==> config.mk <==
export PLATFORM = sky130hd
export DESIGN_NAME = roadf_vbl_timer
export DESIGN_NICKNAME = d
export VERILOG_FILES = /design/src/hw/roadf_vbl_timer.sv
export VERILOG_INCLUDE_DIRS = /design/src /design/src/include
export SDC_FILE = /design/constraint.sdc
export NUM_CORES = 1
export LEC_CHECK = 0
export BUFFER_PORTS_ARGS = -buffer_cell sky130_fd_sc_hd__buf_4
export CORE_AREA = 2 2 39 41
export CTS_BUF_LIST = sky130_fd_sc_hd__clkbuf_8
export DETAILED_ROUTE_END_ITERATION = 16
export DIE_AREA = 0 0 41 43
export MAX_ROUTING_LAYER = met4
export PLACE_DENSITY = 0.49
export SYNTH_ARGS = -nofsm -noshare
export SYNTH_HDL_FRONTEND = slang
export SYNTH_SLANG_ARGS = --single-unit
==> constraint.sdc <==
create_clock -name clk -period 1.1 [get_ports clk]
set_input_delay 0.22 -clock clk [delete_from_list [all_inputs] [get_ports clk]]
set_output_delay 0.22 -clock clk [all_outputs]
set_load 0.01 [all_outputs]
==> src/include/roadf_defines.svh <==
// --------------------
// address map, RAM size and frame timing macros
// include in any block that decodes or counts
// --------------------
`ifndef ROADF_DEFINES_SVH
`define ROADF_DEFINES_SVH

`define ROADF_RAM_AW        12          // 4 KB work RAM, upper 2 KB battery backed
`define ROADF_RAM_BASE      16'h3000    // RAM at 3000-3FFF

`define ROADF_IO_BASE       16'h1400    // 1 KB i/o window
`define ROADF_IO_AW         10
`define ROADF_IO_SEL_LSB    7           // 128 byte sub-blocks inside the window
`define ROADF_INTST_OFS     16'h0000    // obj frame toggle, read side effect
`define ROADF_IOW_OFS       16'h0080    // 8 bit addressable latch
`define ROADF_SND_OFS       16'h0100    // sound data strobe
`define ROADF_IN5_OFS       16'h0200    // dip bank b
`define ROADF_IOR_OFS       16'h0280    // cabinet inputs, 4 bytes

`define ROADF_FRAME_CYCLES  256         // short frame for simulation
`define ROADF_VBL_CYCLES    32          // blank at end of frame

`endif

==> src/hw/roadf_vbl_timer.sv <==
// --------------------
// frame counter with vertical blank
// irq latches on blank start, cleared while irq_en low
// --------------------
`timescale 1ns/1ps
`include "roadf_defines.svh"

module roadf_vbl_timer (
    input  logic clk,
    input  logic rst,
    input  logic irq_en,
    input  logic dip_pause,
    output logic vbl,
    output logic irq
);

localparam int CW        = $clog2(`ROADF_FRAME_CYCLES);
localparam int VBL_START = `ROADF_FRAME_CYCLES - `ROADF_VBL_CYCLES;

logic [CW-1:0] cnt;
logic          vbl_l;   // previous blank, for edge
logic          irq_q;

assign vbl = (cnt >= CW'(VBL_START));   // last lines of the frame
assign irq = irq_q & irq_en;            // drops as soon as enable goes

always_ff @(posedge clk) begin
    if (rst) begin
        cnt <= '0;
    end else if (cnt == CW'(`ROADF_FRAME_CYCLES - 1)) begin
        cnt <= '0;
    end else begin
        cnt <= cnt + 1'b1;
    end
end

always_ff @(posedge clk) begin
    if (rst) begin
        vbl_l <= 1'b0;
        irq_q <= 1'b0;
    end else begin
        vbl_l <= vbl;
        if (!irq_en)
            irq_q <= 1'b0;      // clear through the latch
        else if (vbl && !vbl_l && dip_pause)
            irq_q <= 1'b1;      // pause switch low blocks it
    end
end

endmodule

Word level (Yosys, flattened, before mapping)
Index checks and enable logic that the tools add are counted.
{ "op_classes": {"addsub": 1, "order_cmp": 1, "eq_ne": 1, "bitwise": 2, "n_reduce_logical": 5} }
{ "op_table": {"columns": ["operator", "n"], "rows": [
  ["adder 8 x 1 -> 8 bit, second input constant", 1],
  ["== test 8 bit, second input constant", 1],
  [">= comparator 8 bit, second input constant", 1],
  ["OR reduction 2 bit", 2],
  ["logical AND 1 bit", 2],
  ["AND 1 bit", 1],
  ["zero test 1 bit", 1],
  ["NOT 1 bit", 1]
]} }
{ "totals": {"register_bits": 10, "out_inout_bits": 2, "word_cells": 13} }

Logic depth before layout (Yosys ltp)
{ "depth": {"depth_word": 3, "ltp_mapped": 4} }

Least setup slack after synthesis
Ideal clock, no wire load.
{ "synth_path": {"kind": "reg-to-reg", "startpoint": "register cnt[0]", "endpoint": "register cnt[6]", "setup_time_ns": 0.071, "t_arrival_ns": 1.106, "setup_slack_ns": -0.077, "path_stages_with_launch": 5, "path_buffers": 0, "period_less_slack_ns": 1.177, "path_cell_list": "dfxtp_1 > ha_1 > nand2_1 > or3_1 > a21oi_1"} }
{ "synth_between": {"elab_chain_cells": 2} }
{ "synth_rtl": {"columns": ["item", "line", "text"], "rows": [
  ["start: declaration", "roadf_vbl_timer.sv:20", "logic [CW-1:0] cnt;"],
  ["start signal: assignment", "roadf_vbl_timer.sv:33", "cnt <= cnt + 1'b1;"],
  ["branches (longest 2 deep; another with adder 8 x 1 -> 8 bit)", null, null]
]} }
Parallel ways; which one is timed is not known.
A chain may end at the register's enable or synchronous reset.

Final worst setup path
{ "layout_path": {"startpoint": "register cnt[5]", "endpoint": "register cnt[6]"} }
The elaborated chain is that of the path after synthesis.

==> results.py <==
metrics = {
    "synth": {
        "syn_avg_cell_area_sq_um": 9.04,
        "ys_ff_latch": 10,
        "synth_edf_count": 0,
        "synth_area_leader_cell": "dfxtp_1",
        "synth_top_area_share_pct": 45.2,
        "ys_types": 25,
        "async_flop_share_pct": 0,
        "synth_top_flop_cell": "dfxtp_1",
        "postSynthCellCount": 49,
        "synthesis.nets": 55,
        "ys_seq_area_share_pct": 45.2,
        "yosysWarnings": 0,
        "netlist_top_cells_area": "dfxtp_1, a21oi_1, ha_1, xnor2_1, inv_1",
        "synth.most_common_cell": "dfxtp_1",
        "synth_common_cells": "dfxtp_1, a21oi_1, inv_1",
        "syn-cell-area_sq_um": 443,
    },
    "timing": {
        "skew_ns": 0.00654,
        "slew_viol_final": 0,
        "clock.fmax_mhz": 862,
        "maxSlewHeadroom_pct": 81.3,
        "whs_ns": 0.222,
        "rsz0062_at_grt": "true",
        "min_period_ns": 1.16,
        "setup_viol": 4,
        "postLayoutSetupSlackWorst_ns": -0.0599,
        "period_share_pct": 105,
        "hold_violations": 0,
        "worst_slew_pin_slew_ns": 0.278,
    },
    "placed_design": {
        "globalplace.congestion": 0.655,
        "placed_cell_area_sq_um": 572,
        "hpwlAfterDp_um": 653,
        "dp_cells": 76,
        "port_buffers": 5,
    },
    "setup_path": {
        "r2r-end": "cnt[6]$_SDFF_PP0_",
        "crit_type": "register to register",
        "crit_chain": "buf_6 -> buf_4 -> nand2_1 -> or3_1 -> a21oi_2",
        "cp_slowest_cell": "or3_1",
        "cp_data_required_time_ns": 1.27,
        "r2r_start": "cnt[5]$_SDFF_PP0_",
        "r2r_cells": 5,
        "end_kind": "register",
        "cp.arrival_ns": 1.33,
        "critPathTopFamily": "simple AND/OR/NAND/NOR gates",
        "critPathBufInv": 2,
        "critPathMaxStageDelay_ns": 0.39,
        "path_max_fanout": 4,
        "crit_cells": 5,
        "start_kind": "register",
        "regToRegSetupSlack_ns": -0.06,
    },
    "clocking": {
        "cts_max_level": 1,
        "cts.clk_slew.worst_paths_ns": 0.05,
        "clock_latency_ns": 0.24,
        "clockBufferDepth": 2,
        "cts_num_sinks": 10,
        "numCtsBuffers": 3,
        "cts_hold_buf": 0,
        "cts_tree": "built",
        "root_buffer": "clkbuf_8",
    },
    "die": {
        "core_sq_mm": 0.00138,
        "die_w_um": 41,
        "initial_core_util_pct": 32.0,
        "num_rows": 14,
        "die_area_sq_mm": 0.00176,
        "io_pins": 6,
        "die-height_um": 43,
    },
    "power_and_ir_drop": {
        "peakVddDrop_v": 0.00128,
        "p_total_w": 0.000927,
        "leakage_nw": 0.248,
        "power_density_mw_per_mm2": 1330,
    },
    "global_routing": {
        "antenna_found_initial": 0,
        "use_met2_pct": 21.3,
        "met1_usage_pct": 14.6,
        "grt_max_degree": 11,
        "overflow": 0,
        "grt_util_met3_pct": 9.42,
        "grtUsageTotal_pct": 14.4,
        "first_global_vias": 398,
        "top_usage_layer": "met2",
        "grt_first_pass_wirelength_um": 1600,
    },
    "finish": {
        "fin_area_sq_um": 698,
        "diodes": 0,
        "drive_gt1_share_pct": 53.0,
        "synthToLayoutAreaGrowth_pct": 57.6,
        "nets": 73,
        "fin_cells": 82,
        "fin_util_pct": 50.5,
    },
    "detailed_routing": {
        "drtIter0Drc": 0,
        "firstDrtPassIters": 1,
        "post-route-drc-count": 0,
        "routed_via_density": 4.95,
        "wl_um": 934,
        "routedWlPerCell_um": 11.4,
        "dr_total_vias": 406,
        "detail-route-antenna-nets": 0,
    },
    "min_path": {
        "hp-class": "input port to register",
        "hold_end": "cnt[6]$_SDFF_PP0_",
        "min_from": "rst",
        "min_path_cells": 2,
    },
    "run": {
        "drv_cap": 0,
    },
    "run_status": {
        "status": "finished, violations left",
        "failed_checks": "negative setup slack",
    },
}
[state kept, by name, summed over array words and instances, names as in the netlist]
name	count
cnt	8
irq_q	1
vbl_l	1
[where the power goes]
group | leakage (nW) | internal (W) | switching (W) | total [W]
Sequential | 0.0844 | 0.000377 | 0.0000183 | 0.000395
Combinational | 0.135 | 0.0000440 | 0.0000315 | 0.0000754
Clock | 0.0288 | 0.000314 | 0.000142 | 0.000456
Total | 0.248 | 0.000736 | 0.000192 | 0.000927
[routing by layer]
metal / wire length [um] / part of all wire [%]
met5: 0 / 0
met4: 9 / 0.96
met3: 69 / 7.4
met2: 433 / 46
met1: 421 / 45
[cell usage in the layout, fill, tap and decap left out]
cell / n
dfxtp_2: 4
and2_4: 1
o31ai_1: 1
buf_4: 11
inv_1: 4
nor2b_1: 1
ha_1: 1
o21ba_2: 1
xnor2_1: 2
or4_1: 1
a31oi_4: 1
o211ai_1: 1
nor3_1: 1
nand2_2: 1
a21oi_2: 2
clkbuf_8: 4
dfxtp_1: 4
dfxtp_4: 2
nand4_1: 1
mux2_2: 1
nor3b_1: 2
a211oi_1: 1
nand2_1: 2
nand3_4: 1
nand3_1: 2
nor2_1: 2
buf_6: 3
and3_4: 1
or3_1: 1
o21ai_0: 1
ha_4: 1
a21oi_1: 3
nor2_2: 1
[cell families after synthesis]
family,count (synthesis),synth area share [%]
simple gates,18,22.9
compound gates,11,15.5
xor+xnor,2,3.96
fa+ha+maj,2,5.65
buf+inv,5,4.24
flops,10,45.2
mux,1,2.54
[worst register-to-register path, cell delays in order (launching register included)]
cell,delay (ns)
dfxtp_2,0.33
buf_6,0.09
buf_4,0.11
nand2_1,0.05
or3_1,0.39
a21oi_2,0.12
[how the worst max path moves through the flow]
stage / start / end / slack, ns
floorplan: cnt[6]$_SDFF_PP0_ / cnt[7]$_SDFF_PP0_ / 0.01
global placement: cnt[3]$_SDFF_PP0_ / cnt[7]$_SDFF_PP0_ / -0.02
detailed placement: cnt[3]$_SDFF_PP0_ / cnt[7]$_SDFF_PP0_ / -0.006
CTS: cnt[5]$_SDFF_PP0_ / vbl / -0.06
global route: cnt[5]$_SDFF_PP0_ / cnt[6]$_SDFF_PP0_ / -0.1
finish: cnt[5]$_SDFF_PP0_ / cnt[6]$_SDFF_PP0_ / -0.06
[layout make-up]
class / instances / area (sq um)
inverter: 4 / 15.0
multi-input combinational: 34 / 279
clock buffer: 4 / 55.1
tap: 16 / 20.0
timing repair buffer: 14 / 116
fill: 129 / 686
sequential: 10 / 213
[repair_timing]
action,CTS,global route
pin swaps,2,4
setup buffers,2,0
gates resized for setup,7,6
setup endpoints to repair,3,8
[stage by stage]
stage | setup slack, ns | TNS [ns]
2_1_floorplan | 0.0122 | 0
3_3_place_gp | -0.0169 | -0.0169
3_5_place_dp | -0.00597 | -0.00597
4_1_cts | -0.0644 | -0.0644
5_1_grt | -0.0997 | -0.415
6_report | -0.0599 | -0.135
Power figures use the tool's default switching activity.
