===== src/include/roadf_defines.svh =====
// --------------------
// address map, RAM size and frame timing macros
// include in any block that decodes or counts
// --------------------
`ifndef ROADF_DEFINES_SVH
`define ROADF_DEFINES_SVH

`define ROADF_RAM_AW        12          // 4 KB work RAM, upper 2 KB battery backed
`define ROADF_RAM_BASE      16'h3000    // RAM at 3000-3FFF

`define ROADF_IO_BASE       16'h1400    // 1 KB i/o window
`define ROADF_IO_AW         10
`define ROADF_IO_SEL_LSB    7           // 128 byte sub-blocks inside the window
`define ROADF_INTST_OFS     16'h0000    // obj frame toggle, read side effect
`define ROADF_IOW_OFS       16'h0080    // 8 bit addressable latch
`define ROADF_SND_OFS       16'h0100    // sound data strobe
`define ROADF_IN5_OFS       16'h0200    // dip bank b
`define ROADF_IOR_OFS       16'h0280    // cabinet inputs, 4 bytes

`define ROADF_FRAME_CYCLES  256         // short frame for simulation
`define ROADF_VBL_CYCLES    32          // blank at end of frame

`endif


===== src/hw/roadf_bus_pkg.sv =====
// --------------------
// bus side types
// region decode result and AXI response codes
// --------------------
package roadf_bus_pkg;

    // decoded target of one internal access
    typedef enum logic [2:0] {
        NONE,   // unmapped, reads 0xff
        RAM,    // work ram incl. nvram half
        INTST,  // frame toggle
        IOW,    // control latch
        SND,    // sound byte
        IN5,    // dip b, read only
        IOR     // cabinet, read only
    } region_t;

    // only the two codes this slave ever returns
    typedef enum logic [1:0] {
        OKAY   = 2'b00,
        SLVERR = 2'b10
    } axi_resp_t;

endpackage


===== src/hw/roadf_axil_fsm.sv =====
// --------------------
// AXI4-Lite slave FSM
// one transaction in flight, each one becomes a
// single cycle internal access
// --------------------
`timescale 1ns/1ps

module roadf_axil_fsm
    import roadf_bus_pkg::*;
(
    input  logic        clk,
    input  logic        rst,
    input  logic [15:0] awaddr,
    input  logic        awvalid,
    output logic        awready,
    input  logic [7:0]  wdata,
    input  logic        wvalid,
    output logic        wready,
    output axi_resp_t   bresp,
    output logic        bvalid,
    input  logic        bready,
    input  logic [15:0] araddr,
    input  logic        arvalid,
    output logic        arready,
    output logic [7:0]  rdata,
    output axi_resp_t   rresp,
    output logic        rvalid,
    input  logic        rready,
    output logic [15:0] acc_addr,
    output logic        acc_we,
    output logic        acc_re,
    output logic [7:0]  acc_wdata,
    input  logic        acc_err,
    input  logic [7:0]  rd_data
);

typedef enum logic [1:0] {IDLE, RD_WAIT, RD_RESP, WR_RESP} state_t;

state_t state;
logic   rd_go, wr_go;

assign rd_go = (state == IDLE) && arvalid;                      // reads win ties
assign wr_go = (state == IDLE) && !arvalid && awvalid && wvalid;

assign arready   = rd_go;
assign awready   = wr_go;   // aw and w taken together
assign wready    = wr_go;
assign acc_re    = rd_go;
assign acc_we    = wr_go;   // lands on the handshake edge
assign acc_addr  = rd_go ? araddr : awaddr;
assign acc_wdata = wdata;
assign rvalid    = (state == RD_RESP);
assign bvalid    = (state == WR_RESP);
assign rdata     = rd_data; // decoder holds it until the next read

always_ff @(posedge clk) begin
    if (rst) begin
        state <= IDLE;
        bresp <= OKAY;
        rresp <= OKAY;
    end else begin
        case (state)
            IDLE: begin
                if (rd_go) begin
                    state <= RD_WAIT;
                    rresp <= acc_err ? SLVERR : OKAY;
                end else if (wr_go) begin
                    state <= WR_RESP;
                    bresp <= acc_err ? SLVERR : OKAY;
                end
            end
            RD_WAIT: state <= RD_RESP;              // registered mux settles
            RD_RESP: if (rready) state <= IDLE;     // hold under back-pressure
            WR_RESP: if (bready) state <= IDLE;
            default: state <= IDLE;
        endcase
    end
end

endmodule


===== config.mk =====
export PLATFORM = sky130hd
export DESIGN_NAME = roadf_axil_fsm
export DESIGN_NICKNAME = d
export VERILOG_FILES = /design/src/include/roadf_defines.svh /design/src/hw/roadf_bus_pkg.sv /design/src/hw/roadf_axil_fsm.sv
export SDC_FILE = /design/constraint.sdc
export NUM_CORES = 1
export LEC_CHECK = 0
export BUFFER_PORTS_ARGS = -buffer_cell sky130_fd_sc_hd__buf_2
export CAP_MARGIN = 20
export CORE_UTILIZATION = 25
export CTS_CLUSTER_SIZE = 24
export DETAILED_ROUTE_END_ITERATION = 6
export GPL_TIMING_DRIVEN = 1
export MAX_ROUTING_LAYER = met4
export PLACE_DENSITY = 0.76
export SETUP_SLACK_MARGIN = 0.4
export SKIP_LAST_GASP = 1
export SLEW_MARGIN = 20
export SYNTH_ARGS = -nofsm -noshare
export SYNTH_HDL_FRONTEND = slang
export SYNTH_SLANG_ARGS = --single-unit
export TNS_END_PERCENT = 5

===== constraint.sdc =====
create_clock -name clk -period 1.15 [get_ports clk]
set_clock_uncertainty 0.15 [all_clocks]
set_input_delay 0.0575 -clock clk [delete_from_list [all_inputs] [get_ports clk]]
set_output_delay 0.0575 -clock clk [all_outputs]
set_load 0.02 [all_outputs]

# Yosys cells after proc, flatten, opt, wreduce, memory -nomap -nowiden
# Cells that the tools add are included.
word_totals:
  reg_bits: 6
  input_bits: 56
  output_inout_bits: 43
  elab_cells: 26
op_classes:
  eq_ne: 6
  mux: 7
  bitwise_logic: 1
  reduce_logical: 9
ops:
  columns: ["op", "count"]
  rows:
  - ["2-to-1 mux 16 bit", 1]
  - ["2-to-1 mux 2 bit", 5]
  - ["case mux 2 bit (4 select lines)", 1]
  - ["AND reduction 3 bit", 2]
  - ["== test 2 bit (second input constant)", 2]
  - ["logical AND 1 bit", 4]
  - ["!= test 2 x 1 -> 1 bit (second input constant)", 2]
  - ["!= test 3 bit (second input constant)", 1]
  - ["== test 2 x 1 -> 1 bit (second input constant)", 1]
  - ["zero test 2 bit", 1]
  - ["AND reduction 2 bit", 1]
  - ["zero test 1 bit", 1]
  - ["NOT 1 bit", 1]

# Longest topological paths before layout
logic_depth:
  depth_word: 7
  depth_mapped: 5
  ltp_nobuf: 3

# Worst setup path before layout
# No wires, ideal clock.
synth_timing:
  path_kind: "flip-flop to output port"
  from: "register state[1]"
  to: "output port awready"
  arrival_time_ns: 1.310
  required_ns: 0.942
  slack_ns: -0.367
  path_stages_with_launch: 4
  path_buffers: 1
  cell_sequence: "dfxtp_1 > or2_2 > nor3_2 > buf_4"
synth_between:
  elab_chain_len: 4
synth_lines:
  columns: ["element", "line", "text"]
  rows:
  - ["start: declaration", "roadf_axil_fsm.sv:39", "state_t state;"]
  - ["start signal: assignment", "roadf_axil_fsm.sv:58", "state <= IDLE;"]
  - ["start signal: assignment", "roadf_axil_fsm.sv:65", "state <= RD_WAIT;"]
  - ["start signal: assignment", "roadf_axil_fsm.sv:68", "state <= WR_RESP;"]
  - ["zero test 2 bit", "roadf_axil_fsm.sv:43", "assign wr_go = (state == IDLE) && !arvalid && awvalid && wvalid;"]
  - ["logical AND 1 bit (3 in series)", "roadf_axil_fsm.sv:43", null]
  - ["end: declaration", "roadf_axil_fsm.sv:15", "output logic awready,"]
# No other way between the ends.

# Worst setup path after layout
layout_timing:
  from: "register state[0]"
  to: "output port acc_addr[10]"
layout_between:
  elab_chain_len: 3
layout_lines:
  columns: ["element", "line", "text"]
  rows:
  - ["zero test 2 bit", "roadf_axil_fsm.sv:42", "assign rd_go = (state == IDLE) && arvalid;"]
  - ["logical AND 1 bit", "roadf_axil_fsm.sv:42", null]
  - ["2-to-1 mux 16 bit", "roadf_axil_fsm.sv:50", "assign acc_addr = rd_go ? araddr : awaddr;"]
  - ["end: declaration", "roadf_axil_fsm.sv:29", "output logic [15:0] acc_addr,"]
# No other way between the ends.

==> reports/results.txt <==
Slew Limit Fails: 0
status: finished with violations
Peak supply drop: 0.0005246 V
Syn Area/Cell: 10.01 um2
CTS HTree Levels: 1
Yosys reg bits: 4
fin cells: 142
Initial Util: 27.08%
CTS Root Cell: clkbuf_4
period utilisation layout: 150.1%
Seq/Total Area, Yosys: 13.11%
DRT Wirelength: 1.730 mm
CTS tree: done
share of post-route cells with drive strength above 1: 84.21%
die height: 51.42 um
vias per cell: 4.289
slowest CP cell: dfxtp_2
drt drc: 0
final hold vios: 20
top cells by area, synth: buf_4 (26%), mux2_4 (17%), mux2_1 (17%)
Clk pin slew, worst setup/hold paths: 40 ps
Area Overhead vs Synth: 73.57%
RSZ-0062 raised after global routing: yes
Iter 0 DRT Violations: 2
Gate power share: 68.4%
Clk network pwr share: 15.9%
antenna cells: 0
final instance area: 0.001060 mm2
Clk Latency, worst-skew pair: 230 ps
via count: 609
final worst path period need: 1726 ps
number of global-route vias before repair: 582
grt ovf: 0
Sw Share: 35.15%
Final setup viols: 27
CP required: 940 ps
Global Route Usage Sum: 11.43%
sequential power share: 15.8%
Pre-antenna DRT Iters: 2
Hold Crit Class: input pin to register
Internal Power: 0.0006959 W
pin count of the biggest net entering global routing: 18
fmax: 579.3 MHz
PD cells: 1013 mW/mm2
core area: 0.002255 mm2
Fill cells: 228
placed cell count: 136
Ports: 99
Wirelength per Cell: 12.18 um
crit path max fanout: 8
most frequent cells in the layout: buf_2 (48), mux2_4 (15), buf_6 (13)
Util after Layout: 47.00%
synthesized area: 610.6 um2
row count: 17
Longest Clk Path Bufs: 2
library cells used by synthesis: 18
first-pass GRT wire length: 2.263 mm
CP Capture Type: output port
Final GP Congestion: 0.7126
Die Footprint: 0.002644 mm2
Post-Synthesis Cells: 61
Horiz. Die Dim: 51.42 um
crit path DAT: 1520 ps
antenna violations before repair: 0
Max-Cap Viols: 0
Antenna Nets Post-Route: 0
Worst Path Class, Setup: register to output port
Placed Instance Area: 845.8 um2
CP peak stage delay: 320 ps
hpwl dp: 1.307 mm
worst hold slack: -109.8 ps
failing checks: hold timing, setup timing
DP Worst Slack: -332.4 ps
total clock sinks: 4
TritonCTS Buffers: 3
top cell type by total area after synthesis: buf_4
most common cell after layout, fill and taps aside: buf_2
Worst setup SP type: register
crit path cell chain: nor3b_4, buf_12, clkbuf_16, mux2_4, buf_6
nets: 172
setup ws final: -576.3 ps
Port Buf Inserts: 64
Synth warnings: 0
leakage power: 0.5717 nW
Sw Pwr: 0.0003772 W
share of the synthesized area in the top cell type: 25.82%
-- layer usage --
metal  up-vias  part of all wire, %  GRT usage [%]
met5         -                    0              -
met4         0                 0.29          5.856
met3         4                  9.1          2.976
met2        34                   60          22.94
met1       276                   31          9.236
li1        295                    -              -
-- cell usage after synthesis (all sizes together) --
library cell,number
nor2,2
or2,1
a2111oi,1
nor2b,2
nor3,1
dfxtp,4
and2,1
buf,23
a221oi,1
mux2i,3
conb,1
nor3b,1
nand2b,3
mux2,16
nand2,1
-- final timing paths --
check | slack, ps | from | to | cells after the start
setup / recovery | -580 | state[0] | acc_addr[10] | 5
hold / removal | -110 | rst | state[1] | 2
setup reg to reg | -250 | state[1] | bresp[1] | 4
hold reg to reg | 320 | bresp[1] | bresp[1] | 2
-- repair_timing --
| item | 4_1_cts | 5_1_grt |
|---|---|---|
| endpoints found under the hold margin | 20 | 20 |
| pin swaps | 0 | 1 |
| resized for setup | 0 | 39 |
| setup endpoints to repair | 29 | 29 |
| cloned | 0 | 2 |
| setup buffers | 0 | 1 |
-- logic make-up after synthesis --
group                  Yosys count  synth area share (%)
flip-flops                       4                 13.12
AND/OR/NAND/NOR                 12                 12.71
multiplexers                    19                 38.73
other                            1                0.6142
AO/OA/AOI/OAI                    2                 3.893
buffers and inverters           23                 30.94
-- per-stage QoR --
stage | setup TNS [ps] | total power, W | hold WS [ps]
2_1_floorplan | -3634 | 0.0006179 | -23.64
3_3_place_gp | -5605 | 0.0006959 | -34.86
3_5_place_dp | -6559 | 0.0007118 | -34.86
4_1_cts | -12150 | 0.0008918 | -113.5
5_1_grt | -13090 | 0.001132 | -104.4
6_report | -11750 | 0.001073 | -109.8
-- power groups by stage --
stage	Combinational, W	Sequential (W)	Clock [W]
2_1_floorplan	0.000444	0.000174	0
3_3_place_gp	0.000529	0.000167	0
3_5_place_dp	0.000543	0.000169	0
4_1_cts	0.000544	0.000167	0.000181
5_1_grt	0.000772	0.000172	0.000188
6_report	0.000734	0.000169	0.000170
-- final cells by class --
type                       instances  area [um2]  area share [%]
clock buffer                       3       22.52           2.125
multi-input combinational         35       390.4           36.84
sequential                         4       82.58           7.792
tap                               28       35.03           3.306
timing repair buffer              72       529.3           49.94
-- flip-flops by register name, summed over array words and instances (netlist names) --
signal  count
state       2
rresp       1
bresp       1
-- worst max-delay path: cells and delay by family, from the launching register on --
| family | cells | cell delay [ps] |
|---|---|---|
| buffers and inverters | 3 | 430 |
| flip-flops | 1 | 320 |
| multiplexers | 1 | 300 |
| AND/OR/NAND/NOR | 1 | 230 |
Note: power is estimated with default switching activity, not from simulation.
