===== config.mk =====
export PLATFORM = sky130hd
export DESIGN_NAME = roadf_cabinet_mux
export DESIGN_NICKNAME = d
export VERILOG_FILES = /design/src/include/roadf_defines.svh /design/src/hw/roadf_io_pkg.sv /design/src/hw/roadf_cabinet_mux.sv
export SDC_FILE = /design/constraint.sdc
export NUM_CORES = 1
export LEC_CHECK = 0
export ABC_CLOCK_PERIOD_IN_PS = 900
export BUFFER_PORTS_ARGS = -buffer_cell sky130_fd_sc_hd__buf_4
export CORE_AREA = 2 2 39 41
export DETAILED_ROUTE_END_ITERATION = 6
export DIE_AREA = 0 0 41 43
export HOLD_SLACK_MARGIN = 0.15
export PLACE_DENSITY = 0.69
export SYNTH_ARGS = -nofsm -noshare
export SYNTH_HDL_FRONTEND = slang
export SYNTH_SLANG_ARGS = --single-unit
export TNS_END_PERCENT = 10

===== constraint.sdc =====
create_clock -name clk -period 0.9 [get_ports clk]
set_input_delay 0.135 -clock clk [delete_from_list [all_inputs] [get_ports clk]]
set_output_delay 0.135 -clock clk [all_outputs]
set_load 0.01 [all_outputs]

===== src/include/roadf_defines.svh =====
// --------------------
// address map, RAM size and frame timing macros
// include in any block that decodes or counts
// --------------------
`ifndef ROADF_DEFINES_SVH
`define ROADF_DEFINES_SVH

`define ROADF_RAM_AW        12          // 4 KB work RAM, upper 2 KB battery backed
`define ROADF_RAM_BASE      16'h3000    // RAM at 3000-3FFF

`define ROADF_IO_BASE       16'h1400    // 1 KB i/o window
`define ROADF_IO_AW         10
`define ROADF_IO_SEL_LSB    7           // 128 byte sub-blocks inside the window
`define ROADF_INTST_OFS     16'h0000    // obj frame toggle, read side effect
`define ROADF_IOW_OFS       16'h0080    // 8 bit addressable latch
`define ROADF_SND_OFS       16'h0100    // sound data strobe
`define ROADF_IN5_OFS       16'h0200    // dip bank b
`define ROADF_IOR_OFS       16'h0280    // cabinet inputs, 4 bytes

`define ROADF_FRAME_CYCLES  256         // short frame for simulation
`define ROADF_VBL_CYCLES    32          // blank at end of frame

`endif


===== src/hw/roadf_io_pkg.sv =====
// --------------------
// cabinet side types
// joystick word, input byte select, latch bit map
// --------------------
package roadf_io_pkg;

    typedef struct packed {
        logic [2:0] buttons;    // bits 6-4
        logic       up;         // bit 3
        logic       down;
        logic       left;
        logic       right;      // bit 0
    } joy_t;

    typedef enum logic [1:0] {SYS, P1, P2, DSWA} cab_sel_t;

    // 74LS259 style latch, only three outputs wired
    typedef enum logic [2:0] {
        FLIP    = 3'd0,
        SND_IRQ = 3'd1,
        IRQ_EN  = 3'd7
    } latch_bit_t;

endpackage


===== src/hw/roadf_cabinet_mux.sv =====
// --------------------
// cabinet input formatter
// builds one of the four IOR bytes every clock,
// selected by the low address bits
// --------------------
`timescale 1ns/1ps

module roadf_cabinet_mux
    import roadf_io_pkg::*;
(
    input  logic       clk,
    input  cab_sel_t   sel,
    input  logic [1:0] start_button,
    input  logic [1:0] coin_input,
    input  logic       service,
    input  joy_t       joystick1,
    input  joy_t       joystick2,
    input  logic [7:0] dipsw_a,
    input  logic [2:0] dipsw_c,
    output logic [7:0] cab_byte
);

// board order: down and up swapped against the joystick word,
// right ahead of left
function automatic logic [7:0] fmt_joy(input joy_t j);
    return {1'b1, j.buttons, j.down, j.up, j.right, j.left};
endfunction

always_ff @(posedge clk) begin
    case (sel)
        SYS:     cab_byte <= {dipsw_c, start_button, service, coin_input}; // jumpers on top
        P1:      cab_byte <= fmt_joy(joystick1);
        P2:      cab_byte <= fmt_joy(joystick2);
        DSWA:    cab_byte <= dipsw_a;
        default: cab_byte <= 8'hff;
    endcase
end

endmodule


# ---- Word-level counts from Yosys, hierarchy flattened
# Index checks and enable logic that the tools add are counted.
dict set report word_totals {
  regBits 8
  input_bits 33
  out_inout_bits 8
  wordCells 6
}
dict set report classes {
  eq_ne 3
  muxes 1
  reduce_logical 1
}
# cell count
set ops {}
lappend ops {{case mux 8 bit (4 select lines)} 1}
lappend ops {{== test 2 bit (second input constant)} 2}
lappend ops {{== test 2 x 1 -> 1 bit (second input constant)} 1}
lappend ops {{zero test 2 bit} 1}

# ---- Logic depth before layout (Yosys ltp)
# Gate-level depths: netlist of run 1.
dict set report logic_depth {
  depth_word 2
  depth_mapped 3
  depth_no_buf 2
}

# ---- Least setup slack after synthesis of run 1
# OpenSTA, ideal clock, no wires.
dict set report synth_path {
  path_kind {input-to-reg}
  from {in sel[0]}
  to {reg cab_byte[0]}
  setup_ns 0.135
  arrival_time_ns 0.745
  required_ns 0.765
  setup_slack_ns 0.021
  cell_stages 2
  n_path_buf 1
  cell_sequence {buf_6 mux4_2}
}
dict set report synth_between {
  elab_chain_cells 2
  elab_cells_between_ends 5
  cone_classes {eq/ne (3); mux (1); reduce/logical (1)}
}
# element line
set synth_rtl {}
lappend synth_rtl {{start, declared} roadf_cabinet_mux.sv:12} ;# input cab_sel_t sel,
lappend synth_rtl {{== test 2 bit, or another cell as far along} roadf_cabinet_mux.sv:30} ;# case (sel)
lappend synth_rtl {{case mux 8 bit (4 select lines) (*)} roadf_cabinet_mux.sv:30}
lappend synth_rtl {{end signal, assigned} roadf_cabinet_mux.sv:31} ;# SYS: cab_byte <= {dipsw_c, start_button, service, coin_input};
lappend synth_rtl {{end signal, assigned} roadf_cabinet_mux.sv:32} ;# P1: cab_byte <= fmt_joy(joystick1);
lappend synth_rtl {{end signal, assigned} roadf_cabinet_mux.sv:33} ;# P2: cab_byte <= fmt_joy(joystick2);
lappend synth_rtl {{end, declared} roadf_cabinet_mux.sv:20} ;# output logic [7:0] cab_byte
# Every way passes the cells marked *; elsewhere a longest branch is shown, timed or not.

# ---- Final worst setup path of run 1
dict set report layout_path {
  from {reg cab_byte[2]}
  to {out cab_byte[2]}
}
# No word-level cell between the ends.

==> flow_metrics.py, run 1 <==
metrics = {
    "setup_path": {
        "critPathSlowestCell": "dfxtp_1",
        "cp-end-kind": "output pin",
        "path_class": "register to output pin",
        "cp_cell_sequence": "buf_4",
        "critical_path.startpoint_type": "register",
        "slowest_delay_ns": 0.30,
        "critPathTopFamily": "flip-flops",
        "cp.arrival_ns": 0.67,
        "cp_max_fo": 1,
        "worst-path-buf-inv": 1,
        "cp.required_ns": 0.76,
    },
    "synthesis": {
        "ys_seq_area_share_pct": 45.88,
        "syn-mean-instance-area_um2": 17.45,
        "synthesis.area_um2": 349.1,
        "synth_top_area_share_pct": 45.88,
        "ys_warn_count": 0,
        "synth_cell_types": 7,
        "ys_ff_latch": 8,
        "ys_top_cells_by_area": "dfxtp_1 (46%), mux4_2 (45%), buf_6 (3.2%), a31oi_1 (1.8%), buf_2 (1.4%)",
        "synth.net_count": 53,
        "synthCells": 20,
        "yosysTopAreaCell": "dfxtp_1",
    },
    "layout": {
        "drive_gt1_share_pct": 81.97,
        "largest_reg_flops": 8,
        "syn2layout_area_growth_pct": 93.55,
        "top_regs": "cab_byte: 8 flops",
        "antenna_cells": 0,
        "final_nets": 96,
        "top_register": "cab_byte",
        "final_util_pct": 48.82,
    },
    "sta": {
        "worst_pin_slew_ns": 0.1579,
        "hold_viol_final": 0,
        "maxSlewHeadroom_pct": 89.39,
        "timing.hold.ws_ns": 0.1713,
        "max_freq_mhz": 1235,
        "setup_ws_ns": 0.09054,
        "finalMaxSlewViolations": 0,
        "setup_viol": 0,
        "fin_crit_sh_pct": 89.94,
        "rsz0062_at_grt": "no",
        "min_period_ns": 0.8095,
    },
    "hold_path": {
        "hp-class": "input pin to register",
    },
    "clock_tree": {
        "cts_tree": "built",
        "cts.sinks": 8,
        "cts-root-buf": "clkbuf_4",
        "post_cts_buffers": 0,
        "path_clk_slew_ns": 0.05,
        "cts_buffers": 3,
        "htree_levels": 1,
        "cts_buffer_depth": 2,
        "hold_buffers": 0,
        "cts.repair.resized": 0,
    },
    "grt": {
        "grt_max_degree": 10,
        "grt_use_total_pct": 12.58,
        "grt_pass1_vias": 363,
        "grt_antenna_before_repair": 0,
        "globalRouteOverflowTotal": 0,
        "grt_first_pass_wirelength_mm": 1.386,
    },
    "floorplan": {
        "core_um2": 1384,
        "die-area_um2": 1763,
        "num_rows": 14,
        "die_h_um": 43,
        "start_util_pct": 25.23,
        "num_io_pins": 41,
        "die_w_um": 41,
    },
    "drt": {
        "first_pass_iters": 4,
        "routed_via_density": 4.455,
        "vias": 343,
        "postRouteAntennaNets": 0,
        "post_drt_wl_per_cell_um": 11.13,
        "wl_um": 857,
        "drc": 0,
        "dr.first_iter.drc_count": 2,
    },
    "placement": {
        "place.gp.congestion": 0.7058,
        "dp_slack_ns": -0.08032,
        "port_buffers": 40,
    },
    "outcome": {
        "status": "complete, no violations",
    },
    "pwr": {
        "p_leak_uw": 0.0003249,
        "ir_drop_uv": 400.1,
        "powerDensity_nw_per_um2": 1343,
    },
    "flow_run": {
        "max_cap_viol_count": 0,
    },
}
-- cells in the final DEF (no fill, tap or decap) --
cell type	count
buf_4	40
dfxtp_1	8
mux4_2	7
clkbuf_4	3
inv_1	1
nor3_1	1
a31oi_1	1
-- report_power, final --
part	total, uW	internal (uW)	switching [uW]
logic	250	179	71.4
registers	401	392	9.18
clock network	256	151	105
total	907	722	185
-- kinds of logic after synthesis --
family	Yosys count	share of synthesized area, %
compound gates	1	1.793
buf+inv	3	5.732
flops	8	45.88
mux	7	45.16
simple gates	1	1.432
-- cells in the mapped netlist, drive strengths merged --
cell type	n
a31oi	1
buf	2
dfxtp	8
inv	1
mux4	7
nor3	1
-- worst paths after layout --
path / from / to / cells past startpoint
max: cab_byte[2]$_DFF_P_ / cab_byte[2] / 1
min: dipsw_a[7] / cab_byte[7]$_DFF_P_ / 3
-- layer usage --
layer / GRT usage (%) / vias up / wire length (um)
li1: - / 164 / -
met1: 15.36 / 147 / 290
met2: 15.00 / 30 / 434
met3: 4.188 / 2 / 124
met4: 14.67 / 0 / 7
met5: 0 / - / 0
-- stage by stage --
stage	cells	TNS [ns]	total power (uW)	cell area (um2)
after floorplan	20	0	502.8	349.1
after global placement	74	-0.3821	660.7	653.1
after detailed placement	74	-0.4285	662.6	653.1
after CTS	77	0	926.2	675.6
after global routing	77	0	973.2	675.6
final	77	0	907.1	675.6
-- area by class of cell --
class	instances	area, um2
clock buffer	3	22.52
timing repair buffer	40	300.3
sequential	8	160.2
multi-input combinational	9	168.9
fill	143	708.2
inverter	1	3.754
tap	16	20.02
No activity file was read; power rests on OpenSTA's default activity.
==> run 2: changes to the inputs <==
--- a/config.mk
+++ b/config.mk
@@ -5,13 +5,13 @@
 export SDC_FILE = /design/constraint.sdc
 export NUM_CORES = 1
 export LEC_CHECK = 0
-export ABC_CLOCK_PERIOD_IN_PS = 900
-export BUFFER_PORTS_ARGS = -buffer_cell sky130_fd_sc_hd__buf_4
+export ABC_CLOCK_PERIOD_IN_PS = 800
 export CORE_AREA = 2 2 39 41
 export DETAILED_ROUTE_END_ITERATION = 6
 export DIE_AREA = 0 0 41 43
+export DONT_BUFFER_PORTS = 1
 export HOLD_SLACK_MARGIN = 0.15
-export PLACE_DENSITY = 0.69
+export PLACE_DENSITY = 0.41
 export SYNTH_ARGS = -nofsm -noshare
 export SYNTH_HDL_FRONTEND = slang
 export SYNTH_SLANG_ARGS = --single-unit
==> constraint.sdc (replaced) <==
create_clock -name clk -period 0.8 [get_ports clk]
set_input_delay 0.12 -clock clk [delete_from_list [all_inputs] [get_ports clk]]
set_output_delay 0.12 -clock clk [all_outputs]
set_load 0.01 [all_outputs]
==> run 2 against run 1 <==
Against the previous run: utilization decreased by 21 points; power decreased by 7.1%; combinational power decreased by 70%; cell count decreased by 51%; largest cell class is now multi-input combinational cells; worst setup slack got worse by 0.027 ns; sequential power increased by 19%; via count decreased by 45%; clock-buffer cell count unchanged.
==> flow_metrics.py, run 2 (synthesis results as in run 1) <==
metrics = {
    "outcome": {
        "status": "complete, no violations",
    },
    "setup_path": {
        "critPathSlowestCell": "dlygate4sd3_1",
        "cp_max_fo": 9,
        "critical_path.startpoint_type": "input pin",
        "cp_cell_sequence": "nor3_2 -> a31oi_1 -> dlygate4sd3_1",
        "cp.arrival_ns": 0.87,
        "path_class": "input pin to register",
        "cp-end-kind": "register",
        "slowest_delay_ns": 0.55,
        "cp.required_ns": 0.93,
    },
    "drt": {
        "routed_via_density": 4.974,
        "wl_um": 664,
        "wl_met3_um": 88,
        "postRouteAntennaNets": 0,
        "wl_met1_um": 188,
        "wl_met2_um": 387,
        "vias": 189,
        "first_pass_iters": 1,
        "maxUsedRoutingLayer": "met3",
        "dr.first_iter.drc_count": 0,
        "post_drt_wl_per_cell_um": 17.47,
        "drc": 0,
    },
    "layout": {
        "largest_reg_flops": 8,
        "multiInputGateArea_um2": 173.9,
        "top_register": "cab_byte",
        "final_nets": 57,
        "mostFrequentLayoutCells": "dfxtp_1 (8), mux4_2 (7), clkbuf_4 (3)",
        "syn2layout_area_growth_pct": 11.83,
        "fillers": 145,
        "drive_gt1_share_pct": 50.00,
        "instances_no_fill": 38,
        "register_area_um2": 160.2,
        "antenna_cells": 0,
        "top_regs": "cab_byte: 8 flops",
        "final_common_cell": "dfxtp_1",
        "design_area_um2": 390.4,
    },
    "sta": {
        "max_freq_mhz": 1358,
        "maxSlewHeadroom_pct": 91.39,
        "worst_pin_slew_ns": 0.1285,
        "fin_crit_sh_pct": 92.05,
        "rsz0062_at_grt": "no",
        "finalMaxSlewViolations": 0,
        "setup_viol": 0,
        "min_period_ns": 0.7364,
        "hold_viol_final": 0,
    },
    "clock_tree": {
        "hold_buffers": 1,
        "cts-root-buf": "clkbuf_4",
        "htree_levels": 1,
        "cts_buffer_depth": 2,
        "path_clk_slew_ns": 0.05,
        "cts_buffers": 3,
        "cts_tree": "built",
        "cts.sinks": 8,
    },
    "placement": {
        "dp.cells": 34,
        "postPlaceCellArea_um2": 352.8,
        "place.gp.congestion": 0.5513,
        "port_buffers": 0,
    },
    "floorplan": {
        "num_rows": 14,
        "die_w_um": 41,
        "core_um2": 1384,
        "num_io_pins": 41,
        "die_h_um": 43,
        "die-area_um2": 1763,
        "start_util_pct": 25.23,
    },
    "grt": {
        "grt_max_degree": 10,
        "globalRouteOverflowTotal": 0,
        "grt_pass1_vias": 239,
        "grt_use_total_pct": 8.952,
        "grt_antenna_before_repair": 0,
        "grt_first_pass_wirelength_mm": 1.041,
    },
    "hold_path": {
        "hp-class": "input pin to register",
        "whs_path_depth": 1,
    },
    "pwr": {
        "p_leak_uw": 0.0001367,
        "ir_drop_uv": 428.4,
        "powerDensity_nw_per_um2": 2158,
    },
    "flow_run": {
        "max_cap_viol_count": 0,
    },
}
-- run 2: cell count changes in the layout (fill, tap and decap cells not counted) --
cell	delta
buf_4	-40
dlygate4sd3_1	+1
nor3_1	-1
nor3_2	+1
-- run 2: timing repair --
action	CTS	global route
resized for setup	0	1
buffers inserted	0	0
endpoints found under the hold margin	8	7
endpoints found under the setup margin	0	1
-- run 2: path summary, 6_finish.rpt --
path | from | endpoint
max | sel[0] | cab_byte[7]$_DFF_P_
min | sel[1] | cab_byte[1]$_DFF_P_
-- run 2: report_power, final --
part           total, uW  internal [uW]  switching, uW
Sequential           476            441           35.2
Clock                292            171            121
Combinational       74.2           63.5           10.7
Total                842            675            167
-- run 2: stage by stage --
stage / hold WS, ns / setup TNS, ns / setup WS (ns) / total power, uW / util, %
finish: 0.05162 / 0 / 0.06362 / 842.5 / 28.21
global route: 0.04416 / 0 / 0.02437 / 887.6 / 28.21
CTS: 0.04142 / 0 / 0.05076 / 856.9 / 27.85
detailed placement: 0.2441 / 0 / 0.06589 / 555.9 / 25.50
global placement: 0.2446 / 0 / 0.07662 / 554.3 / 25.50
floorplan: 0.2749 / -0.2333 / -0.03333 / 570.8 / -
-- run 2: area by class of cell --
class	count	share of cell area [%]
clock buffer	3	5.769
inverter	1	0.9615
multi-input combinational	9	44.55
sequential	8	41.03
tap	16	5.128
timing repair buffer	1	2.564
-- run 2: worst max-delay path: cells and delay by family --
kind / cells / cell delay, ns
compound gates: 1 / 0.05
buf+inv: 1 / 0.55
simple gates: 1 / 0.15
-- run 2: routing by layer --
| layer | GRT usage (%) | up-vias |
|---|---|---|
| met5 | 0 | - |
| met4 | 8.000 | 0 |
| met3 | 3.665 | 0 |
| met2 | 13.13 | 14 |
| met1 | 9.060 | 90 |
| li1 | - | 85 |
