===== src/include/roadf_defines.svh =====
// --------------------
// address map, RAM size and frame timing macros
// include in any block that decodes or counts
// --------------------
`ifndef ROADF_DEFINES_SVH
`define ROADF_DEFINES_SVH

`define ROADF_RAM_AW        12          // 4 KB work RAM, upper 2 KB battery backed
`define ROADF_RAM_BASE      16'h3000    // RAM at 3000-3FFF

`define ROADF_IO_BASE       16'h1400    // 1 KB i/o window
`define ROADF_IO_AW         10
`define ROADF_IO_SEL_LSB    7           // 128 byte sub-blocks inside the window
`define ROADF_INTST_OFS     16'h0000    // obj frame toggle, read side effect
`define ROADF_IOW_OFS       16'h0080    // 8 bit addressable latch
`define ROADF_SND_OFS       16'h0100    // sound data strobe
`define ROADF_IN5_OFS       16'h0200    // dip bank b
`define ROADF_IOR_OFS       16'h0280    // cabinet inputs, 4 bytes

`define ROADF_FRAME_CYCLES  256         // short frame for simulation
`define ROADF_VBL_CYCLES    32          // blank at end of frame

`endif


===== src/hw/roadf_io_pkg.sv =====
// --------------------
// cabinet side types
// joystick word, input byte select, latch bit map
// --------------------
package roadf_io_pkg;

    typedef struct packed {
        logic [2:0] buttons;    // bits 6-4
        logic       up;         // bit 3
        logic       down;
        logic       left;
        logic       right;      // bit 0
    } joy_t;

    typedef enum logic [1:0] {SYS, P1, P2, DSWA} cab_sel_t;

    // 74LS259 style latch, only three outputs wired
    typedef enum logic [2:0] {
        FLIP    = 3'd0,
        SND_IRQ = 3'd1,
        IRQ_EN  = 3'd7
    } latch_bit_t;

endpackage


===== src/hw/roadf_ctrl_latch.sv =====
// --------------------
// control latch, sound strobe and obj frame toggle
// latch takes data bit 0 into the bit picked by addr[2:0]
// --------------------
`timescale 1ns/1ps

module roadf_ctrl_latch
    import roadf_io_pkg::*;
(
    input  logic       clk,
    input  logic       rst,
    input  logic       iow_we,
    input  logic       snd_we,
    input  logic       intst_re,
    input  logic [2:0] acc_addr,
    input  logic [7:0] acc_wdata,
    output logic       flip,
    output logic       snd_irq,
    output logic       irq_en,
    output logic [7:0] snd_data,
    output logic       snd_data_cs,
    output logic       obj_frame
);

logic intst_l;  // last cycle was an intst read

always_ff @(posedge clk) begin
    if (rst) begin
        flip        <= 1'b0;
        snd_irq     <= 1'b0;
        irq_en      <= 1'b0;
        snd_data_cs <= 1'b0;
        obj_frame   <= 1'b0;
        intst_l     <= 1'b0;
    end else begin
        snd_data_cs <= snd_we;      // one clock pulse
        intst_l     <= intst_re;
        if (intst_re && !intst_l) obj_frame <= ~obj_frame;
        if (iow_we) begin
            case (latch_bit_t'(acc_addr))
                FLIP:    flip    <= acc_wdata[0];
                SND_IRQ: snd_irq <= acc_wdata[0];
                IRQ_EN:  irq_en  <= acc_wdata[0];   // 0 also clears pending irq
                default: ;                          // coin counters etc, not wired
            endcase
        end
    end
end

always_ff @(posedge clk) begin
    if (snd_we) snd_data <= acc_wdata;  // sound cpu reads it later
end

endmodule


===== config.mk =====
export PLATFORM = sky130hd
export DESIGN_NAME = roadf_ctrl_latch
export DESIGN_NICKNAME = d
export VERILOG_FILES = /design/src/include/roadf_defines.svh /design/src/hw/roadf_io_pkg.sv /design/src/hw/roadf_ctrl_latch.sv
export SDC_FILE = /design/constraint.sdc
export NUM_CORES = 1
export LEC_CHECK = 0
export BUFFER_PORTS_ARGS = -buffer_cell sky130_fd_sc_hd__buf_2
export CORE_AREA = 2 2 39 41
export CTS_CLUSTER_SIZE = 8
export DETAILED_ROUTE_END_ITERATION = 12
export DIE_AREA = 0 0 41 43
export GPL_ROUTABILITY_DRIVEN = 0
export HOLD_SLACK_MARGIN = 0.15
export PLACE_DENSITY = 0.68
export RECOVER_POWER = 25
export SLEW_MARGIN = 20
export SYNTH_ARGS = -nofsm -noshare
export SYNTH_HDL_FRONTEND = slang
export SYNTH_SLANG_ARGS = --single-unit
export TNS_END_PERCENT = 1

===== constraint.sdc =====
create_clock -name clk -period 0.9 [get_ports clk]
set_input_delay 0.045 -clock clk [delete_from_list [all_inputs] [get_ports clk]]
set_output_delay 0.045 -clock clk [all_outputs]
set_load 0.02 [all_outputs]

# After elaboration in Yosys (flattened, before gate mapping)
# Cells that the tools add are included.
# word_totals
register_bits,14
inputBits,16
output_inout_bits,13
elab_cells,16
# op_classes
n_eq_ne,2
n_bitwise,1
n_reduce_logical,6
# ops
cell,count
$reduce_and 2->1,3
$eq 3x1->1 const B,1
$eq 3x3->1 const B,1
$logic_not 3->1,1
$logic_and 1x1->1,1
$logic_not 1->1,1
$not 1->1,1

# Logic depth before layout (Yosys ltp)
# Gate-level depths: netlist of the first run.
# depth
word_depth,2
depth_mapped,3
mapped_depth_nobuf,3

# Worst setup path after synthesis of the first run
# No wires, ideal clock.
# synth_timing
path_type,flip-flop to flip-flop
startpoint,register obj_frame
endpoint,register obj_frame
t_arrival_ns,0.613
slack_ns,0.172
path_stages_with_launch,3
n_path_buf,0
synth_period_minus_slack_ns,0.728
path_cell_list,dfxtp_1 > xnor2_1 > nor2_1
# synth_via
elab_chain_cells,1
# synth_rtl
element,line,text
from (decl),roadf_ctrl_latch.sv:22,output logic obj_frame
from (signal assigned),roadf_ctrl_latch.sv:38,if (intst_re && !intst_l) obj_frame <= ~obj_frame;
$not 1->1,roadf_ctrl_latch.sv:38,
# Every way passes these cells.
# A chain may end at the register's enable or synchronous reset.

# Final worst setup path of the first run
# layout_timing
startpoint,input port intst_re
endpoint,register obj_frame
# layout_via
elab_chain_cells,1
# layout_rtl
element,line,text
from (decl),roadf_ctrl_latch.sv:14,"input logic intst_re,"
$logic_and 1x1->1,roadf_ctrl_latch.sv:38,
# Every way passes these cells.

==> impl_metrics.py, run 1 <==
metrics = {
    "timing": {
        "grt_setup_unrepaired": "false",
        "fmaxAchievable_mhz": 1170,
        "final_hold_viol_count": 0,
        "finalCriticalPeriod_ns": 0.857,
        "setup_viols_final": 0,
        "totalNegativeSetupSlack_ns": 0,
        "fin_skew_ns": 0.00374,
        "timing.final.max_slew_violations": 0,
        "period_share_pct": 95.3,
        "timing_worst_slew_pin_value_ns": 0.214,
        "tightest_slew_margin_relative_to_the_limit_pct": 85.7,
        "post-route-worst-setup-slack_ns": 0.0426,
    },
    "critical_path": {
        "crit_type": "input pin to flip-flop",
        "worst_setup_path_start_kind": "input pin",
        "cp_max_fo": 2,
        "cp.arrival_ns": 1.02,
        "worst_ep_required_time_ns": 1.07,
        "timing.critical_path.from": "intst_re",
        "timing.rr.start": "intst_l$_SDFF_PP0_",
        "critPathCaptureType": "flip-flop",
        "reg2reg_depth": 3,
    },
    "global_routing": {
        "grt_use_total_pct": 13.0,
        "antenna_found_initial": 0,
        "first_global_vias": 395,
        "maximum_number_of_pins_on_one_net_before_global_route_repair": 10,
        "first_pass_grt_wire_length_mm": 1.51,
        "grt_overflow": 0,
    },
    "floorplanning": {
        "fp-row-count": 14,
        "design.core.area_mm2": 0.00138,
        "io_pins": 29,
        "die_area_mm2": 0.00176,
        "die_x_um": 41,
        "fp.dieH_um": 43,
        "floorplan.initialDensity_pct": 34.4,
    },
    "route": {
        "drt_pass1_iterations": 2,
        "routed-via-count": 382,
        "ant_nets": 0,
        "avgViaCountPerCell": 4.39,
        "wl_mm": 1.06,
        "remaining_drc_errors": 0,
        "first_iter_violations": 1,
        "post_drt_wl_per_cell_um": 12.2,
    },
    "cts": {
        "cts_tree": "done",
        "clock-root-buffer": "sky130_fd_sc_hd__clkbuf_4",
        "cts-buffers-inserted": 3,
        "clock_insertion_delay_worst_skew_ns": 0.27,
        "cts_setup_buffers": 0,
        "clock_sinks": 14,
        "max-clock-path-buffers": 2,
        "htreeDepth": 1,
        "clk_pin_slew_worst_paths_ns": 0.08,
    },
    "run": {
        "maxCapViolCount": 0,
    },
    "logic_synthesis": {
        "yosys_register_bits": 14,
        "synthDistinctLibCells": 9,
        "synth.cell_area_um2": 475,
        "ys.warnings.count": 0,
        "synth-seq-area-share_pct": 75.8,
        "synth.net_count": 44,
        "avgSynthCellArea_um2": 17.0,
        "netlist_instances": 28,
    },
    "outcome": {
        "run_status": "finished, final reports clean",
    },
    "hold_path": {
        "hold_path.startpoint": "acc_addr[2]",
        "hold_depth": 4,
        "min-delay-path-class": "input pin to flip-flop",
    },
    "placement": {
        "placed_area_um2": 636,
        "port_buffers": 28,
        "dp_slack_ns": 0.0568,
    },
    "finish": {
        "area_growth_pct": 62.9,
        "post_route_standard_cell_area_excluding_fillers_um2": 774,
        "fraction_of_layout_instances_using_a_drive_strength_above_1_pct": 47.9,
        "fillCellCount": 125,
        "num_antenna_cells": 0,
        "final_net_count": 88,
    },
    "pwr": {
        "p_leak_nw": 0.347,
        "ir_drop_v": 0.00117,
        "power-per-cell-area_mw_per_mm2": 1650,
    },
}
power by group:
part	switching, W	internal, W	total [W]
clock	0.000179	0.000160	0.000339
sequential	0.0000116	0.000720	0.000731
combinational	0.000106	0.0000989	0.000205
sequential cells by signal (all words and copies together) (netlist names):
| signal | cells |
|---|---|
| irq_en | 1 |
| intst_l | 1 |
| snd_data_cs | 1 |
| obj_frame | 1 |
| snd_irq | 1 |
| flip | 1 |
| snd_data | 8 |
stage by stage:
stage	total power, W	cells	util, %	hold WS, ns
finish	0.00128	87	56.0	0.165
floorplan	0.000825	28	-	0.117
CTS	0.00129	87	55.8	0.161
global placement	0.000910	72	45.9	0.228
global route	0.00133	87	56.0	0.182
detailed placement	0.000912	72	45.9	0.230
critical path, cell delays in order:
cell and delay, ns:
sky130_fd_sc_hd__dlygate4sd3_1 0.54, sky130_fd_sc_hd__buf_2 0.12, sky130_fd_sc_hd__nor2b_2 0.14, sky130_fd_sc_hd__xnor2_1 0.12
sky130_fd_sc_hd__nor2_1 0.05
worst paths after layout:
| kind | end | slack (ns) |
|---|---|---|
| worst max-delay path | obj_frame$_SDFFE_PP0P_ | 0.04 |
| worst min-delay path | flip$_SDFFE_PP0P_ | 0.17 |
| worst max register to register | obj_frame$_SDFFE_PP0P_ | 0.22 |
| worst min register to register | irq_en$_SDFFE_PP0P_ | 0.50 |
cell usage after synthesis:
library cell,number,share of area (%)
sky130_fd_sc_hd__and4bb_2,1,2.6
sky130_fd_sc_hd__dfxtp_1,6,25
sky130_fd_sc_hd__edfxtp_1,8,51
sky130_fd_sc_hd__mux2i_1,3,6.3
sky130_fd_sc_hd__nand4_1,1,1.3
sky130_fd_sc_hd__nor2_1,4,3.2
sky130_fd_sc_hd__nor2b_1,3,3.9
sky130_fd_sc_hd__nor4b_4,1,5.0
sky130_fd_sc_hd__xnor2_1,1,1.8
cells by family after synthesis:
logic type    after synthesis  synth area share (%)
mux                         3                  6.32
flops                      14                  75.8
simple gates               10                  16.1
xor+xnor                    1                  1.84
placed cells by master (no fill, tap or decap), types with 2 or more instances in the layout:
master and n:
sky130_fd_sc_hd__dlygate4sd3_1 11, sky130_fd_sc_hd__edfxtp_1 8, sky130_fd_sc_hd__mux2i_1 3, sky130_fd_sc_hd__nor2_1 4, sky130_fd_sc_hd__nor2b_1 2, sky130_fd_sc_hd__dfxtp_1 6
sky130_fd_sc_hd__buf_2 28, sky130_fd_sc_hd__clkbuf_4 3
layout make-up:
class | count | area (um^2) | area share, %
Timing Repair Buffer | 39 | 250 | 32.3
Sequential cell | 14 | 360 | 46.5
Multi-Input combinational cell | 14 | 118 | 15.2
Clock buffer | 3 | 22.5 | 2.91
Tap cell | 16 | 20.0 | 2.58
Clock inverter | 1 | 3.75 | 0.485
timing repair:
item,CTS,global route
endpoints found under the hold margin,22,0
hold buffers,11,0
endpoints found under the setup margin,0,1
resized for setup,0,1
per-layer routing:
metal	vias to the layer above	global-route usage, %	routed length [um]
met5	-	0	0
met4	0	4.67	13
met3	2	7.33	84
met2	22	21.6	526
met1	168	12.8	434
li1	190	-	-
(Power assumes the default switching activity.)
==> inputs of run 2 (changes only) <==
Settings changed: PLACE_DENSITY 0.68 to 0.79.
==> impl_metrics.py, run 2 (synthesis gave the netlist of run 1 again) <==
metrics = {
    "outcome": {
        "run_status": "finished, final reports clean",
    },
    "critical_path": {
        "slowest_stage": "sky130_fd_sc_hd__edfxtp_1",
        "crit_type": "flip-flop to output pin",
        "timing.critical_path.from": "snd_data[7]$_DFFE_PP_",
        "cp_max_fo": 1,
        "path_buf_inv": 1,
        "worstReg2RegEnd": "obj_frame$_SDFFE_PP0P_",
        "maximum_single_stage_delay_on_the_critical_path_ns": 0.40,
        "reg2reg_depth": 3,
        "worstPathCellList": "buf_6",
        "timing.critical_path.max_delay_family": "flip-flops",
        "cp.arrival_ns": 0.81,
        "worst_ep_required_time_ns": 0.85,
        "critPathCaptureType": "output pin",
        "worst_setup_path_start_kind": "flip-flop",
        "worst-r2r-setup-slack_ns": 0.18,
        "timing.rr.start": "intst_l$_SDFF_PP0_",
        "timing.critical_path.to": "snd_data[7]",
        "timing.critical_path.depth": 1,
    },
    "timing": {
        "final_hold_viol_count": 0,
        "tightest_slew_margin_relative_to_the_limit_pct": 86.3,
        "setup_viols_final": 0,
        "timing.final.max_slew_violations": 0,
        "totalNegativeSetupSlack_ns": 0,
        "fmaxAchievable_mhz": 1170,
        "fin_skew_ns": 0.0000259,
        "timing_worst_slew_pin_value_ns": 0.205,
        "finalCriticalPeriod_ns": 0.856,
        "grt_setup_unrepaired": "true",
        "period_share_pct": 95.1,
    },
    "route": {
        "drt_pass1_iterations": 1,
        "avgViaCountPerCell": 4.46,
        "post_drt_wl_per_cell_um": 12.5,
        "ant_nets": 0,
        "first_iter_violations": 0,
        "remaining_drc_errors": 0,
        "routed-via-count": 388,
        "wl_mm": 1.09,
    },
    "cts": {
        "clk_pin_slew_worst_paths_ns": 0.08,
        "cts-buffers-inserted": 3,
        "clock-root-buffer": "sky130_fd_sc_hd__clkbuf_4",
        "max-clock-path-buffers": 2,
        "cts_tree": "done",
        "clock_sinks": 14,
        "htreeDepth": 1,
        "clock_insertion_delay_worst_skew_ns": 0.26,
    },
    "finish": {
        "layout_commonest_cell": "sky130_fd_sc_hd__buf_2",
        "fin_cells": 87,
        "final_cell_mix": "25 x sky130_fd_sc_hd__buf_2, 11 x sky130_fd_sc_hd__dlygate4sd3_1, 8 x sky130_fd_sc_hd__edfxtp_1",
        "post-route-util_pct": 57.4,
        "area_growth_pct": 67.1,
        "final_net_count": 88,
        "fraction_of_layout_instances_using_a_drive_strength_above_1_pct": 47.9,
        "num_antenna_cells": 0,
        "largest_register_by_flop_count": "snd_data",
        "max_ffs_per_register": 8,
    },
    "global_routing": {
        "maximum_number_of_pins_on_one_net_before_global_route_repair": 10,
        "grt_overflow": 0,
        "antenna_found_initial": 0,
        "first_pass_grt_wire_length_mm": 1.55,
        "grt_use_total_pct": 13.7,
        "first_global_vias": 397,
    },
    "hold_path": {
        "min-delay-path-class": "input pin to flip-flop",
        "hold_path.startpoint": "acc_addr[1]",
    },
    "pwr": {
        "p_leak_nw": 0.356,
        "total_power_w": 0.00137,
        "power-per-cell-area_mw_per_mm2": 1720,
        "ir_drop_v": 0.000954,
    },
    "floorplanning": {
        "fp-row-count": 14,
        "io_pins": 29,
        "design.core.area_mm2": 0.00138,
        "floorplan.initialDensity_pct": 34.4,
        "fp.dieH_um": 43,
        "die_x_um": 41,
        "die_area_mm2": 0.00176,
    },
    "placement": {
        "hpwlAfterDp_um": 770,
        "placedCellCount": 72,
        "port_buffers": 28,
    },
    "run": {
        "maxCapViolCount": 0,
    },
}
-- run 2: what timing repair did --
| item | in CTS | in global routing |
|---|---|---|
| endpoints found under the setup margin | 0 | 4 |
| hold endpoints to repair | 22 | 0 |
| buffers inserted | 0 | 0 |
| hold buffers | 11 | 0 |
| gates resized for setup | 0 | 4 |
-- run 2: where the power goes --
group          internal (W)  switching [W]
combinational      0.000106       0.000108
clock              0.000245       0.000173
sequential         0.000720      0.0000150
total               0.00107       0.000296
-- run 2: area by class of cell --
type                            count  area, um^2
Tap cell                           16        20.0
Clock buffer                        4        36.3
Timing Repair Buffer               39         263
Sequential cell                    14         360
Fill cell                         112         589
Multi-Input combinational cell     14         115
-- run 2: layer usage --
metal / track usage (%) / vias to the layer above / wire (um)
met5: 0 / - / 0
met4: 8.00 / 0 / 10
met3: 3.14 / 2 / 126
met2: 24.1 / 29 / 531
met1: 13.2 / 169 / 422
li1: - / 188 / -
-- run 2: worst min-delay path by stage --
| stage | to | slack [ns] | cells after the start |
|---|---|---|---|
| final | flip$_SDFFE_PP0P_ | 0.17 | 4 |
| after CTS | flip$_SDFFE_PP0P_ | 0.16 | 4 |
| after floorplan | intst_l$_SDFF_PP0_ | 0.12 | 1 |
| after global routing | flip$_SDFFE_PP0P_ | 0.19 | 4 |
| after detailed placement | snd_data[3]$_DFFE_PP_ | 0.22 | 1 |
| after global placement | snd_data[3]$_DFFE_PP_ | 0.22 | 1 |
-- run 2: through the flow --
stage	worst slack (ns)	hold WS, ns	instance area [um^2]
2_1_floorplan	0.172	0.117	475
3_3_place_gp	0.0931	0.224	636
3_5_place_dp	0.0699	0.223	636
4_1_cts	0.0296	0.164	782
5_1_grt	-0.00216	0.191	795
6_report	0.0440	0.169	795
==> inputs of run 3 (changes only) <==
Settings changed: PLACE_DENSITY 0.79 to 0.7.
==> impl_metrics.py, run 3 (synthesis gave the netlist of run 1 again) <==
metrics = {
    "critical_path": {
        "worstReg2RegEnd": "obj_frame$_SDFFE_PP0P_",
        "maximum_single_stage_delay_on_the_critical_path_ns": 0.54,
        "cp.arrival_ns": 1.01,
        "path_buf_inv": 2,
        "timing.critical_path.max_delay_family": "buffers and inverters",
        "slowest_stage": "sky130_fd_sc_hd__dlygate4sd3_1",
        "worst-r2r-setup-slack_ns": 0.18,
        "timing.rr.start": "intst_l$_SDFF_PP0_",
        "cp_max_fo": 2,
        "timing.critical_path.depth": 5,
        "worst_setup_path_start_kind": "input pin",
        "crit_type": "input pin to flip-flop",
        "critPathCaptureType": "flip-flop",
        "worstPathCellList": "dlygate4sd3_1, buf_2, nor2b_1, xnor2_1, nor2_1",
        "worst_ep_required_time_ns": 1.06,
        "reg2reg_depth": 3,
    },
    "run": {
        "maxCapViolCount": 0,
    },
    "finish": {
        "final_net_count": 88,
        "final_cell_mix": "27 x sky130_fd_sc_hd__buf_2, 11 x sky130_fd_sc_hd__dlygate4sd3_1, 8 x sky130_fd_sc_hd__edfxtp_1",
        "fraction_of_layout_instances_using_a_drive_strength_above_1_pct": 46.5,
        "layout_commonest_cell": "sky130_fd_sc_hd__buf_2",
        "num_antenna_cells": 0,
        "post_route_standard_cell_area_excluding_fillers_um2": 781,
        "max_ffs_per_register": 8,
        "area_growth_pct": 64.2,
        "largest_register_by_flop_count": "snd_data",
        "post-route-util_pct": 56.4,
    },
    "cts": {
        "cts_setup_buffers": 0,
        "clock_insertion_delay_worst_skew_ns": 0.27,
        "clock_sinks": 14,
        "holdBufCountCts": 11,
        "cts_tree": "done",
        "post_cts.resized_instances": 0,
        "cts-buffers-inserted": 3,
        "htreeDepth": 1,
        "clk_pin_slew_worst_paths_ns": 0.08,
        "clock-root-buffer": "sky130_fd_sc_hd__clkbuf_4",
        "max-clock-path-buffers": 2,
    },
    "floorplanning": {
        "design.core.area_mm2": 0.00138,
        "floorplan.initialDensity_pct": 34.4,
        "die_area_mm2": 0.00176,
        "io_pins": 29,
        "fp-row-count": 14,
        "fp.dieH_um": 43,
        "die_x_um": 41,
    },
    "timing": {
        "timing.final.max_slew_violations": 0,
        "setup_viols_final": 0,
        "finalCriticalPeriod_ns": 0.853,
        "finalHoldWorstSlack_ns": 0.163,
        "fin_skew_ns": 0.0000304,
        "final_hold_viol_count": 0,
        "grt_setup_unrepaired": "false",
        "fmaxAchievable_mhz": 1170,
        "timing_worst_slew_pin_value_ns": 0.265,
        "totalNegativeSetupSlack_ns": 0,
        "tightest_slew_margin_relative_to_the_limit_pct": 82.3,
        "period_share_pct": 94.7,
    },
    "placement": {
        "port_buffers": 28,
        "placed_area_um2": 636,
        "hpwlAfterDp_um": 679,
    },
    "route": {
        "post_drt_wl_per_cell_um": 11.3,
        "remaining_drc_errors": 0,
        "routed-via-count": 371,
        "drt_pass1_iterations": 3,
        "avgViaCountPerCell": 4.26,
        "ant_nets": 0,
        "wl_um": 987,
        "first_iter_violations": 2,
    },
    "pwr": {
        "power.switching_w": 0.000304,
        "ir_drop_v": 0.000885,
        "power_switching_share_pct": 22.2,
        "internal_power_w": 0.00106,
        "part_of_the_total_power_dissipated_in_combinational_logic_pct": 15.0,
        "clk_pwr_share_pct": 31.7,
        "sequentialPowerShare_pct": 53.4,
        "p_leak_nw": 0.349,
        "power-per-cell-area_mw_per_mm2": 1750,
    },
    "global_routing": {
        "maximum_number_of_pins_on_one_net_before_global_route_repair": 10,
        "first_pass_grt_wire_length_mm": 1.44,
        "grt_use_total_pct": 12.3,
        "antenna_found_initial": 0,
        "grt_overflow": 0,
        "first_global_vias": 373,
    },
    "outcome": {
        "run_status": "finished, final reports clean",
    },
    "hold_path": {
        "hold_depth": 4,
        "hold_path.startpoint": "acc_addr[0]",
        "min-delay-path-class": "input pin to flip-flop",
        "min_delay_worst_endpoint": "flip$_SDFFE_PP0P_",
    },
}
-- run 3: cell counts in the layout (fill, tap and decap cells not counted) --
No cell type changed its count.
-- run 3: worst max path at each step --
stage	from	slack [ns]	to
2_1_floorplan	obj_frame$_SDFFE_PP0P_	0.17	obj_frame$_SDFFE_PP0P_
3_3_place_gp	acc_addr[1]	0.09	flip$_SDFFE_PP0P_
6_report	intst_re	0.05	obj_frame$_SDFFE_PP0P_
4_1_cts	snd_data[6]$_DFFE_PP_	0.04	snd_data[6]
5_1_grt	snd_data[1]$_DFFE_PP_	0.0004	snd_data[1]
3_5_place_dp	acc_addr[1]	0.07	flip$_SDFFE_PP0P_
-- run 3: cell type report --
| class | count | area [um^2] |
|---|---|---|
| fill | 118 | 603 |
| sequential | 14 | 360 |
| tap | 16 | 20.0 |
| clock buffer | 4 | 36.3 |
| timing repair buffer | 39 | 249 |
| multi-input combinational | 14 | 115 |
-- run 3: power groups by stage --
stage	registers [W]	clock network (W)	logic (W)
2_1_floorplan	0.000800	0	0.0000255
3_3_place_gp	0.000745	0	0.000166
3_5_place_dp	0.000745	0	0.000169
4_1_cts	0.000730	0.000449	0.000206
5_1_grt	0.000735	0.000472	0.000220
6_report	0.000730	0.000432	0.000204
-- run 3: stage by stage --
step,power (W),worst slack (ns),instances
finish,0.00137,0.0473,87
global route,0.00143,0.000380,87
CTS,0.00139,0.0428,87
detailed placement,0.000914,0.0652,72
global placement,0.000910,0.0941,72
floorplan,0.000825,0.172,28
-- run 3: worst register-to-register path, stage by stage (launching register included) --
cell	delay, ns
sky130_fd_sc_hd__dfxtp_1	0.30
sky130_fd_sc_hd__nor2b_1	0.13
sky130_fd_sc_hd__xnor2_1	0.13
sky130_fd_sc_hd__nor2_1	0.05
-- run 3: per-layer routing --
layer	vias to the layer above	part of all wire (%)	track usage, %
met5	-	0	0
met3	0	12	3.66
met1	159	45	14.4
li1	187	-	-
met4	0	0	6.00
met2	25	42	19.4
